==> src/mrd_pkg.sv <==
//--------------------------------------------------------------------
// mixed radix DFT control package
// width types, sequencer states, table limits and the factor divider
// shared by planner, counter and address generator
//--------------------------------------------------------------------

package mrd_pkg;

	//------------------------------------------------------------------
	// widths
	//------------------------------------------------------------------

	// frame length, sample index or RAM address
	typedef logic [11:0] pts_t;

	// radix factor, one of 1 2 3 4 5
	typedef logic [2:0] fac_t;

	// number of factors found for a frame
	typedef logic [2:0] nfac_t;

	// stage number inside the compute phase
	typedef logic [2:0] stage_t;

	//------------------------------------------------------------------
	// sequencer
	//------------------------------------------------------------------

	// wait for sop, sink frame, run stages, source frame
	typedef enum logic [1:0] {
		ST_WAIT,
		ST_SINK,
		ST_CALC,
		ST_SOURCE
	} ctrl_state_t;

	//------------------------------------------------------------------
	// limits
	//------------------------------------------------------------------

	// entries per stage table
	localparam int MAX_STAGES = 6;

	// sop to plan_done, one load cycle plus one per table entry
	localparam int PLAN_CYCLES = 7;

	// divide by one radix factor
	// powers of two by shift, 3 and 5 by constant divide
	function automatic pts_t div_by_fac(input pts_t num, input fac_t fac);
		pts_t quo;
		case (fac)
			3'd2: quo = num >> 1;
			3'd3: quo = num / 12'd3;
			3'd4: quo = num >> 2;
			3'd5: quo = num / 12'd5;
			default: quo = num;
		endcase
		return quo;
	endfunction

endpackage

==> src/mrd_factor_plan.sv <==
//--------------------------------------------------------------------
// factor planner
// splits the frame length into up to six radix factors (4, 2, 5, 3)
// and builds the per-stage factor, quotient and twiddle tables
//--------------------------------------------------------------------
`timescale 1ns/100ps

module mrd_factor_plan (
	input  logic                                     clk,
	input  logic                                     rst_n,
	input  logic                                     sink_sop,
	input  mrd_pkg::pts_t                            dftpts,
	output mrd_pkg::fac_t [0:mrd_pkg::MAX_STAGES-1]  nf,
	output mrd_pkg::pts_t [0:mrd_pkg::MAX_STAGES-1]  twdl_demontr,
	output mrd_pkg::pts_t [0:mrd_pkg::MAX_STAGES-1]  dftpts_div_nf,
	output mrd_pkg::nfac_t                           num_factors,
	output logic                                     plan_done,
	output logic                                     plan_err
);

	// step 0 is idle, steps 1..6 fill one table entry each
	mrd_pkg::stage_t step;
	mrd_pkg::pts_t   remain;
	mrd_pkg::pts_t   quo;
	mrd_pkg::fac_t   next_factor;
	logic            last_step;

	assign last_step = (step == mrd_pkg::stage_t'(mrd_pkg::PLAN_CYCLES - 1));

	//------------------------------------------------------------------
	// factor pick
	//------------------------------------------------------------------

	// first of 4, 2, 5, 3 that divides the remainder
	always_comb begin
		if (remain[1:0] == 2'b00)
			next_factor = 3'd4;
		else if (!remain[0])
			next_factor = 3'd2;
		else if (remain % 12'd5 == 12'd0)
			next_factor = 3'd5;
		else if (remain % 12'd3 == 12'd0)
			next_factor = 3'd3;
		else
			next_factor = 3'd1;
	end

	// remainder left after this step
	assign quo = mrd_pkg::div_by_fac(remain, next_factor);

	//------------------------------------------------------------------
	// step counter and status
	//------------------------------------------------------------------

	always_ff @(posedge clk) begin
		if (!rst_n) begin
			step        <= '0;
			num_factors <= '0;
			plan_done   <= 1'b0;
			plan_err    <= 1'b0;
		end else begin
			plan_done <= (step != '0) && last_step;
			if (sink_sop) begin
				step        <= 3'd1;
				num_factors <= '0;
				plan_err    <= 1'b0;
			end else if (step != '0) begin
				step <= last_step ? '0 : step + 3'd1;
				// factor 1 means nothing left to split
				if (next_factor != 3'd1)
					num_factors <= num_factors + 3'd1;
				// a clean plan ends with remainder 1
				if (last_step)
					plan_err <= (quo != 12'd1);
			end
		end
	end

	//------------------------------------------------------------------
	// tables
	//------------------------------------------------------------------

	always_ff @(posedge clk) begin
		if (sink_sop) begin
			remain          <= dftpts;
			twdl_demontr[0] <= dftpts;
		end else if (step != '0) begin
			remain <= quo;
		end
		for (int i = 0; i < mrd_pkg::MAX_STAGES; i++) begin
			// entry i filled on step i+1
			if (step == mrd_pkg::stage_t'(i + 1)) begin
				nf[i]            <= next_factor;
				dftpts_div_nf[i] <= mrd_pkg::div_by_fac(twdl_demontr[0], next_factor);
			end
			// span of stage i is the remainder before step i+1
			if (i > 0 && step == mrd_pkg::stage_t'(i))
				twdl_demontr[i] <= quo;
		end
	end

endmodule

==> src/mrd_ctrl_fsm.sv <==
//--------------------------------------------------------------------
// stage sequencer
// wait, sink, compute and source phases over the single sample RAM,
// with a start pulse on the first cycle of each phase
//--------------------------------------------------------------------
`timescale 1ns/100ps

module mrd_ctrl_fsm (
	input  logic                 clk,
	input  logic                 rst_n,
	input  logic                 sink_sop,
	input  logic                 plan_done,
	input  logic                 plan_err,
	input  logic                 sink_last,
	input  logic                 calc_last,
	input  logic                 src_last,
	output mrd_pkg::ctrl_state_t state,
	output logic                 sink_start,
	output logic                 calc_start,
	output logic                 src_start,
	output logic                 frame_done
);

	// events seen earlier in the sink phase
	logic sink_seen;
	logic plan_seen;
	logic sink_done;
	logic plan_ready;

	// sop only counts while idle
	assign sink_start = sink_sop && (state == mrd_pkg::ST_WAIT);

	assign sink_done  = sink_seen | sink_last;
	assign plan_ready = plan_seen | plan_done;

	//------------------------------------------------------------------
	// state register
	//------------------------------------------------------------------

	always_ff @(posedge clk) begin
		if (!rst_n) begin
			state      <= mrd_pkg::ST_WAIT;
			sink_seen  <= 1'b0;
			plan_seen  <= 1'b0;
			calc_start <= 1'b0;
			src_start  <= 1'b0;
			frame_done <= 1'b0;
		end else begin
			// pulses by default
			calc_start <= 1'b0;
			src_start  <= 1'b0;
			frame_done <= 1'b0;
			case (state)
				mrd_pkg::ST_WAIT: begin
					if (sink_start) begin
						state     <= mrd_pkg::ST_SINK;
						// one sample frame ends in the sop cycle
						sink_seen <= sink_last;
						plan_seen <= 1'b0;
					end
				end
				mrd_pkg::ST_SINK: begin
					// leave once samples and plan are both in
					if (sink_done && plan_ready) begin
						sink_seen <= 1'b0;
						plan_seen <= 1'b0;
						if (plan_err) begin
							// bad size skips the stages
							state     <= mrd_pkg::ST_SOURCE;
							src_start <= 1'b1;
						end else begin
							state      <= mrd_pkg::ST_CALC;
							calc_start <= 1'b1;
						end
					end else begin
						sink_seen <= sink_done;
						plan_seen <= plan_ready;
					end
				end
				mrd_pkg::ST_CALC: begin
					if (calc_last) begin
						state     <= mrd_pkg::ST_SOURCE;
						src_start <= 1'b1;
					end
				end
				mrd_pkg::ST_SOURCE: begin
					// lines up with the last registered src_valid
					if (src_last) begin
						state      <= mrd_pkg::ST_WAIT;
						frame_done <= 1'b1;
					end
				end
				default: state <= mrd_pkg::ST_WAIT;
			endcase
		end
	end

endmodule

==> src/mrd_stage_counter.sv <==
//--------------------------------------------------------------------
// phase counters
// linear sample count for sink and source, nested element, offset,
// block and stage counts for the compute phase
//--------------------------------------------------------------------
`timescale 1ns/100ps

module mrd_stage_counter (
	input  logic                                    clk,
	input  logic                                    rst_n,
	input  mrd_pkg::pts_t                           dftpts,
	input  logic                                    sink_sop,
	input  logic                                    sink_start,
	input  logic                                    calc_start,
	input  logic                                    src_start,
	input  mrd_pkg::fac_t [0:mrd_pkg::MAX_STAGES-1] nf,
	input  mrd_pkg::pts_t [0:mrd_pkg::MAX_STAGES-1] twdl_demontr,
	input  mrd_pkg::nfac_t                          num_factors,
	output mrd_pkg::pts_t                           sample_idx,
	output mrd_pkg::fac_t                           elem,
	output mrd_pkg::pts_t                           offset,
	output mrd_pkg::pts_t                           block_base,
	output mrd_pkg::stage_t                         stage,
	output logic                                    count_valid,
	output logic                                    sink_last,
	output logic                                    calc_last,
	output logic                                    src_last
);

	mrd_pkg::pts_t   n_lat, n_cur, samp_cnt;
	mrd_pkg::pts_t   offset_q, base_q, span, sub_span;
	mrd_pkg::fac_t   elem_q, factor;
	mrd_pkg::stage_t stage_q;
	logic            sink_go, samp_go, samp_run, samp_src, samp_valid, samp_last, is_src;
	logic            calc_run, calc_valid, elem_wrap, off_wrap, blk_wrap, stage_wrap;

	//------------------------------------------------------------------
	// sample counter
	//------------------------------------------------------------------

	// sop accepted by the sequencer, count 0 shows in this cycle
	assign sink_go    = sink_sop & sink_start;
	assign n_cur      = sink_go ? dftpts : n_lat;
	assign samp_go    = sink_go | src_start;
	assign samp_valid = samp_go | samp_run;
	assign sample_idx = samp_go ? '0 : samp_cnt;
	assign samp_last  = samp_valid && (sample_idx == n_cur - 12'd1);
	assign is_src     = src_start | (samp_src & ~sink_go);
	assign sink_last  = samp_last & ~is_src;
	assign src_last   = samp_last & is_src;

	//------------------------------------------------------------------
	// butterfly counters
	//------------------------------------------------------------------

	// m fastest, then j, then block base, then stage
	assign elem       = calc_start ? '0 : elem_q;
	assign offset     = calc_start ? '0 : offset_q;
	assign block_base = calc_start ? '0 : base_q;
	assign stage      = calc_start ? '0 : stage_q;
	assign calc_valid = calc_start | calc_run;

	assign factor   = nf[stage];
	assign span     = twdl_demontr[stage];
	assign sub_span = mrd_pkg::div_by_fac(span, factor);

	assign elem_wrap  = (elem == factor - 3'd1);
	assign off_wrap   = (offset == sub_span - 12'd1);
	assign blk_wrap   = (block_base + span >= n_lat);
	assign stage_wrap = ({1'b0, stage} + 4'd1 >= {1'b0, num_factors});
	assign calc_last  = calc_valid & elem_wrap & off_wrap & blk_wrap & stage_wrap;

	assign count_valid = samp_valid | calc_valid;

	// count values, load from the presented value every active cycle
	always_ff @(posedge clk) begin
		if (sink_go)
			n_lat <= dftpts;
		if (samp_valid)
			samp_cnt <= sample_idx + 12'd1;
		if (calc_valid) begin
			elem_q   <= elem_wrap ? '0 : elem + 3'd1;
			offset_q <= !elem_wrap ? offset : (off_wrap ? '0 : offset + 12'd1);
			base_q   <= !(elem_wrap && off_wrap) ? block_base :
			            (blk_wrap ? '0 : block_base + span);
			stage_q  <= (elem_wrap && off_wrap && blk_wrap) ? stage + 3'd1 : stage;
		end
	end

	// run flags drop after the last count
	always_ff @(posedge clk) begin
		if (!rst_n) begin
			samp_run <= 1'b0;
			samp_src <= 1'b0;
			calc_run <= 1'b0;
		end else begin
			if (samp_valid)
				samp_run <= ~samp_last;
			if (samp_go)
				samp_src <= src_start;
			if (calc_valid)
				calc_run <= ~calc_last;
		end
	end

endmodule

==> src/mrd_addr_gen.sv <==
//--------------------------------------------------------------------
// RAM address generator
// turns phase counts into registered strobes, address, stage, element
//--------------------------------------------------------------------
`timescale 1ns/100ps

module mrd_addr_gen (
	input  logic                                    clk,
	input  logic                                    rst_n,
	input  mrd_pkg::ctrl_state_t                    state,
	input  logic                                    count_valid,
	input  mrd_pkg::pts_t                           sample_idx,
	input  mrd_pkg::fac_t                           elem,
	input  mrd_pkg::pts_t                           offset,
	input  mrd_pkg::pts_t                           block_base,
	input  mrd_pkg::stage_t                         stage,
	input  mrd_pkg::pts_t [0:mrd_pkg::MAX_STAGES-1] twdl_demontr,
	input  mrd_pkg::fac_t [0:mrd_pkg::MAX_STAGES-1] nf,
	output logic                                    mem_wr,
	output logic                                    mem_rd,
	output logic                                    src_valid,
	output mrd_pkg::pts_t                           mem_addr,
	output mrd_pkg::stage_t                         stage_idx,
	output mrd_pkg::fac_t                           elem_idx
);

	mrd_pkg::pts_t sub_span;
	mrd_pkg::pts_t calc_addr;
	mrd_pkg::pts_t next_addr;
	logic          in_calc;

	// L' = L / factor of this stage
	assign sub_span = mrd_pkg::div_by_fac(twdl_demontr[stage], nf[stage]);

	// base + j + m*L'
	assign calc_addr = block_base + offset + mrd_pkg::pts_t'(elem) * sub_span;

	assign in_calc   = (state == mrd_pkg::ST_CALC);
	assign next_addr = in_calc ? calc_addr : sample_idx;

	always_ff @(posedge clk) begin
		if (!rst_n) begin
			mem_wr    <= 1'b0;
			mem_rd    <= 1'b0;
			src_valid <= 1'b0;
			mem_addr  <= '0;
			stage_idx <= '0;
			elem_idx  <= '0;
		end else begin
			// sop cycle is still ST_WAIT, so it writes too
			mem_wr    <= count_valid && (state == mrd_pkg::ST_WAIT ||
			                             state == mrd_pkg::ST_SINK);
			mem_rd    <= count_valid && in_calc;
			src_valid <= count_valid && (state == mrd_pkg::ST_SOURCE);
			if (count_valid)
				mem_addr <= next_addr;
			// stage and element only mean something in compute
			if (count_valid && in_calc) begin
				stage_idx <= stage;
				elem_idx  <= elem;
			end
		end
	end

endmodule

==> src/mrd_ctrl_top.sv <==
//--------------------------------------------------------------------
// mixed radix DFT control top
// planner, sequencer, phase counters and RAM address generator
//--------------------------------------------------------------------
`timescale 1ns/100ps

module mrd_ctrl_top (
	input  logic            clk,
	input  logic            rst_n,
	input  logic            sink_sop,
	input  mrd_pkg::pts_t   dftpts,
	output logic            mem_wr,
	output logic            mem_rd,
	output logic            src_valid,
	output mrd_pkg::pts_t   mem_addr,
	output mrd_pkg::stage_t stage_idx,
	output mrd_pkg::fac_t   elem_idx,
	output mrd_pkg::nfac_t  num_factors,
	output logic            plan_err,
	output logic            frame_done
);

	mrd_pkg::fac_t [0:mrd_pkg::MAX_STAGES-1] nf;
	mrd_pkg::pts_t [0:mrd_pkg::MAX_STAGES-1] twdl_demontr;
	mrd_pkg::ctrl_state_t state;
	mrd_pkg::pts_t   sample_idx, offset, block_base;
	mrd_pkg::fac_t   elem;
	mrd_pkg::stage_t stage;
	logic            plan_done, sink_start, calc_start, src_start;
	logic            sink_last, calc_last, src_last, count_valid;

	// planner restarts only on a sop the sequencer accepts
	// N/factor table is for the butterfly datapath, not used here
	mrd_factor_plan u_plan (
		.clk(clk), .rst_n(rst_n), .sink_sop(sink_start), .dftpts(dftpts),
		.nf(nf), .twdl_demontr(twdl_demontr), .dftpts_div_nf(),
		.num_factors(num_factors), .plan_done(plan_done), .plan_err(plan_err)
	);

	mrd_ctrl_fsm u_fsm (
		.clk(clk), .rst_n(rst_n), .sink_sop(sink_sop), .plan_done(plan_done),
		.plan_err(plan_err), .sink_last(sink_last), .calc_last(calc_last),
		.src_last(src_last), .state(state), .sink_start(sink_start),
		.calc_start(calc_start), .src_start(src_start), .frame_done(frame_done)
	);

	mrd_stage_counter u_cnt (
		.clk(clk), .rst_n(rst_n), .dftpts(dftpts), .sink_sop(sink_sop),
		.sink_start(sink_start), .calc_start(calc_start), .src_start(src_start),
		.nf(nf), .twdl_demontr(twdl_demontr), .num_factors(num_factors),
		.sample_idx(sample_idx), .elem(elem), .offset(offset), .block_base(block_base),
		.stage(stage), .count_valid(count_valid), .sink_last(sink_last),
		.calc_last(calc_last), .src_last(src_last)
	);

	mrd_addr_gen u_addr (
		.clk(clk), .rst_n(rst_n), .state(state), .count_valid(count_valid),
		.sample_idx(sample_idx), .elem(elem), .offset(offset), .block_base(block_base),
		.stage(stage), .twdl_demontr(twdl_demontr), .nf(nf), .mem_wr(mem_wr),
		.mem_rd(mem_rd), .src_valid(src_valid), .mem_addr(mem_addr),
		.stage_idx(stage_idx), .elem_idx(elem_idx)
	);

endmodule

==> config.mk <==
export PLATFORM = sky130hd
export DESIGN_NAME = mrd_ctrl_top
export DESIGN_NICKNAME = d
export VERILOG_FILES = /design/src/mrd_pkg.sv /design/src/mrd_factor_plan.sv /design/src/mrd_ctrl_fsm.sv /design/src/mrd_stage_counter.sv /design/src/mrd_addr_gen.sv /design/src/mrd_ctrl_top.sv
export SDC_FILE = /design/constraint.sdc
export NUM_CORES = 1
export LEC_CHECK = 0
export BUFFER_PORTS_ARGS = -buffer_cell sky130_fd_sc_hd__clkbuf_2
export CORE_MARGIN = 5
export CORE_UTILIZATION = 50
export DETAILED_ROUTE_END_ITERATION = 7
export GPL_ROUTABILITY_DRIVEN = 0
export PLACE_DENSITY = 0.68
export SLEW_MARGIN = 5
export SYNTH_ARGS = -nofsm -noshare
export SYNTH_HDL_FRONTEND = slang
export SYNTH_SLANG_ARGS = --single-unit
==> constraint.sdc <==
create_clock -name clk -period 61.3 [get_ports clk]
set_input_delay 9.195 -clock clk [delete_from_list [all_inputs] [get_ports clk]]
set_output_delay 9.195 -clock clk [all_outputs]
set_load 0.05 [all_outputs]
==> flow_metrics.env <==
export IMPL_outcome="complete, no violations"
export IMPL_htreeDepth=4
export IMPL_crit_type="flop to flop"
export IMPL_tns_ps=0
export IMPL_drc=0
export IMPL_synth_cell_area_sq_mm=0.01885
export IMPL_avgSynthCellArea_sq_um=8.754
export IMPL_clk_pin_slew_worst_paths_ps=80
export IMPL_rsz0062_at_grt="no"
export IMPL_via_per_inst=6.173
export IMPL_die_area_sq_mm=0.04168
export IMPL_slew_headroom_pct=18.36
export IMPL_layout_common_cells="nand2_1 (207), nor2_1 (169), edfxtp_1 (144)"
export IMPL_design_core_area_sq_mm=0.03740
export IMPL_synth_edf_count=144
export IMPL_clock_skew_ps=20.32
export IMPL_fin_ws_ps=34880
export IMPL_drive_gt1_share_pct=9.623
export IMPL_drt_pass1_iterations=7
export IMPL_fmax_ghz=0.03785
export IMPL_wl_per_cell_microns=19.10
export IMPL_grt_pass1_wl_microns=82220
export IMPL_ys_warn_count=0
export IMPL_synth_seq_cells=195
export IMPL_grt_usage_pct=24.00
export IMPL_cp_slowest_cell="edfxtp_1"
export IMPL_slowest_delay_ps=870
export IMPL_die_w_microns=204.2
export IMPL_place_hpwl_microns=38490
export IMPL_endpoint_kind="flop"
export IMPL_fin_crit_ps=26420
export IMPL_cts_num_sinks=195
export IMPL_synth_seq_area_share_pct=28.36
export IMPL_synthCells=2153
export IMPL_grt_antenna_before_repair=1
export IMPL_crit_required_ps=61460
export IMPL_ios=41
export IMPL_first_iter_violations=1703
export IMPL_mostFrequentLayoutCell="nand2_1"
export IMPL_ys_flop_type="edfxtp_1"
export IMPL_drv_cap=0
export IMPL_cts_tree="done"
export IMPL_final_hold_viol_count=0
export IMPL_tightest_slew_ps=1209
export IMPL_die_h_microns=204.2
export IMPL_start_util_pct=50.40
export IMPL_netlist_cell_type_count=121
export IMPL_final_core_util_pct=53.54
export IMPL_cts_repair_resized=0
export IMPL_async_flop_share_pct=0
export IMPL_hold_class="flop to flop"
export IMPL_cts_hold_buf=0
export IMPL_cts_made_buffers=17
export IMPL_wl_microns=50870
export IMPL_area_growth_syn_to_layout_pct=6.234
export IMPL_setup_viol=0
export IMPL_io_buffers=40
export IMPL_syn_num_nets=2309
export IMPL_vias=16440
export IMPL_nets=2294
export IMPL_path_max_fanout=25
export IMPL_drtAntennaViolNets=0
export IMPL_clk_latency_ps=450
export IMPL_dp_slack_ps=35250
export IMPL_cpMostUsedCell="ha_1"
export IMPL_start_kind="flop"
export IMPL_rows=71
export IMPL_fin_crit_sh_pct=43.10
export IMPL_grt_pass1_vias=15670
export IMPL_gr_total_overflow=0
export IMPL_cts_root_buf="clkbuf_16"
export IMPL_clk_path_buf_depth=2
export IMPL_slew_violations=0
export IMPL_postCtsSetupBuffers=0
export IMPL_critPathArrivalTime_ps=26580
export IMPL_grt_start_max_net_pins=50
routing by layer:
metal	track usage, %	vias to the layer above	wire length, microns
met1	34.51	7930	23430
met4	4.762	0	650
met3	3.301	56	3103
li1	-	7933	-
met5	0	-	0
met2	39.04	521	23690
critical path: cells and delay by family (launching register included):
kind / cells / cell delay [ps]
DFF: 1 / 870
AOI/OAI and AO/OA: 41 / 11580
muxes: 5 / 1490
xor gates and xnor gates: 5 / 1040
buffers and inverters: 4 / 590
and+or+nand+nor: 25 / 6460
adders and majority gates: 14 / 4080
worst paths after layout:
| path | start | cells past startpoint | end | slack (ps) |
|---|---|---|---|---|
| hold reg to reg | u_addr.elem_idx[2] | 2 | u_addr.elem_idx[2] | 470 |
| setup reg to reg | u_plan.remain[6] | 94 | u_plan.twdl_demontr[12] | 34880 |
| setup / recovery | u_plan.remain[6] | 94 | u_plan.twdl_demontr[12] | 34880 |
| hold / removal | u_addr.elem_idx[2] | 2 | u_addr.elem_idx[2] | 470 |
cell usage after synthesis, drive strengths merged, types with 46 or more instances:
| cell | instances | area [sq um] |
|---|---|---|
| ha | 108 | 1351 |
| a21oi | 132 | 690.7 |
| inv | 131 | 491.7 |
| xnor2 | 101 | 884.6 |
| nor2 | 171 | 641.9 |
| a21o | 46 | 345.3 |
| edfxtp | 144 | 4324 |
| dfxtp | 51 | 1021 |
| nand2 | 208 | 783.3 |
| nor3 | 47 | 240.2 |
| nand3 | 68 | 345.3 |
| clkbuf | 62 | 232.7 |
| nor2b | 55 | 344.1 |
| o21ai | 107 | 546.8 |
| xor2 | 52 | 455.4 |
| mux2i | 52 | 544.3 |
state kept, by name (all words and copies together) (netlist names), 12 cells and up:
name and cells:
u_plan.twdl_demontr 72, u_cnt.n_lat 12, u_plan.nf 18, u_cnt.samp_cnt 12
u_cnt.offset_q 12, u_plan.remain 12, u_cnt.base_q 12, u_addr.mem_addr 12
cells by family after synthesis:
logic type / count (synthesis) / share of synthesized area [%]
and+or+nand+nor: 741 / 19.73
muxes: 90 / 6.054
buffers and inverters: 227 / 4.833
DFF: 195 / 28.36
xor gates and xnor gates: 153 / 7.110
AOI/OAI and AO/OA: 605 / 23.19
adders and majority gates: 142 / 10.73
metrics by stage:
stage | cell area (sq um) | hold slack, ps | cells
after CTS | 20020 | 476.5 | 2662
after detailed placement | 19430 | 467.1 | 2630
after floorplan | 18850 | 464.1 | 2153
after global placement | 19430 | 457.9 | 2630
after global routing | 20020 | 498.6 | 2662
final | 20020 | 474.3 | 2663
final cells by class:
type / count / area [sq um]
fillers: 3373 / 17380
multi-input cells: 1731 / 12600
flip-flops and latches: 195 / 5346
well taps: 511 / 639.4
inverters: 135 / 506.7
clock buffers: 19 / 432.9
repair buffers: 58 / 335.3
clock inverters: 13 / 155.1
diodes: 1 / 2.502
Power is left out: the tool's default activity adds up to more than one toggle a clock period on the data nets, which glitch-free logic cannot reach.
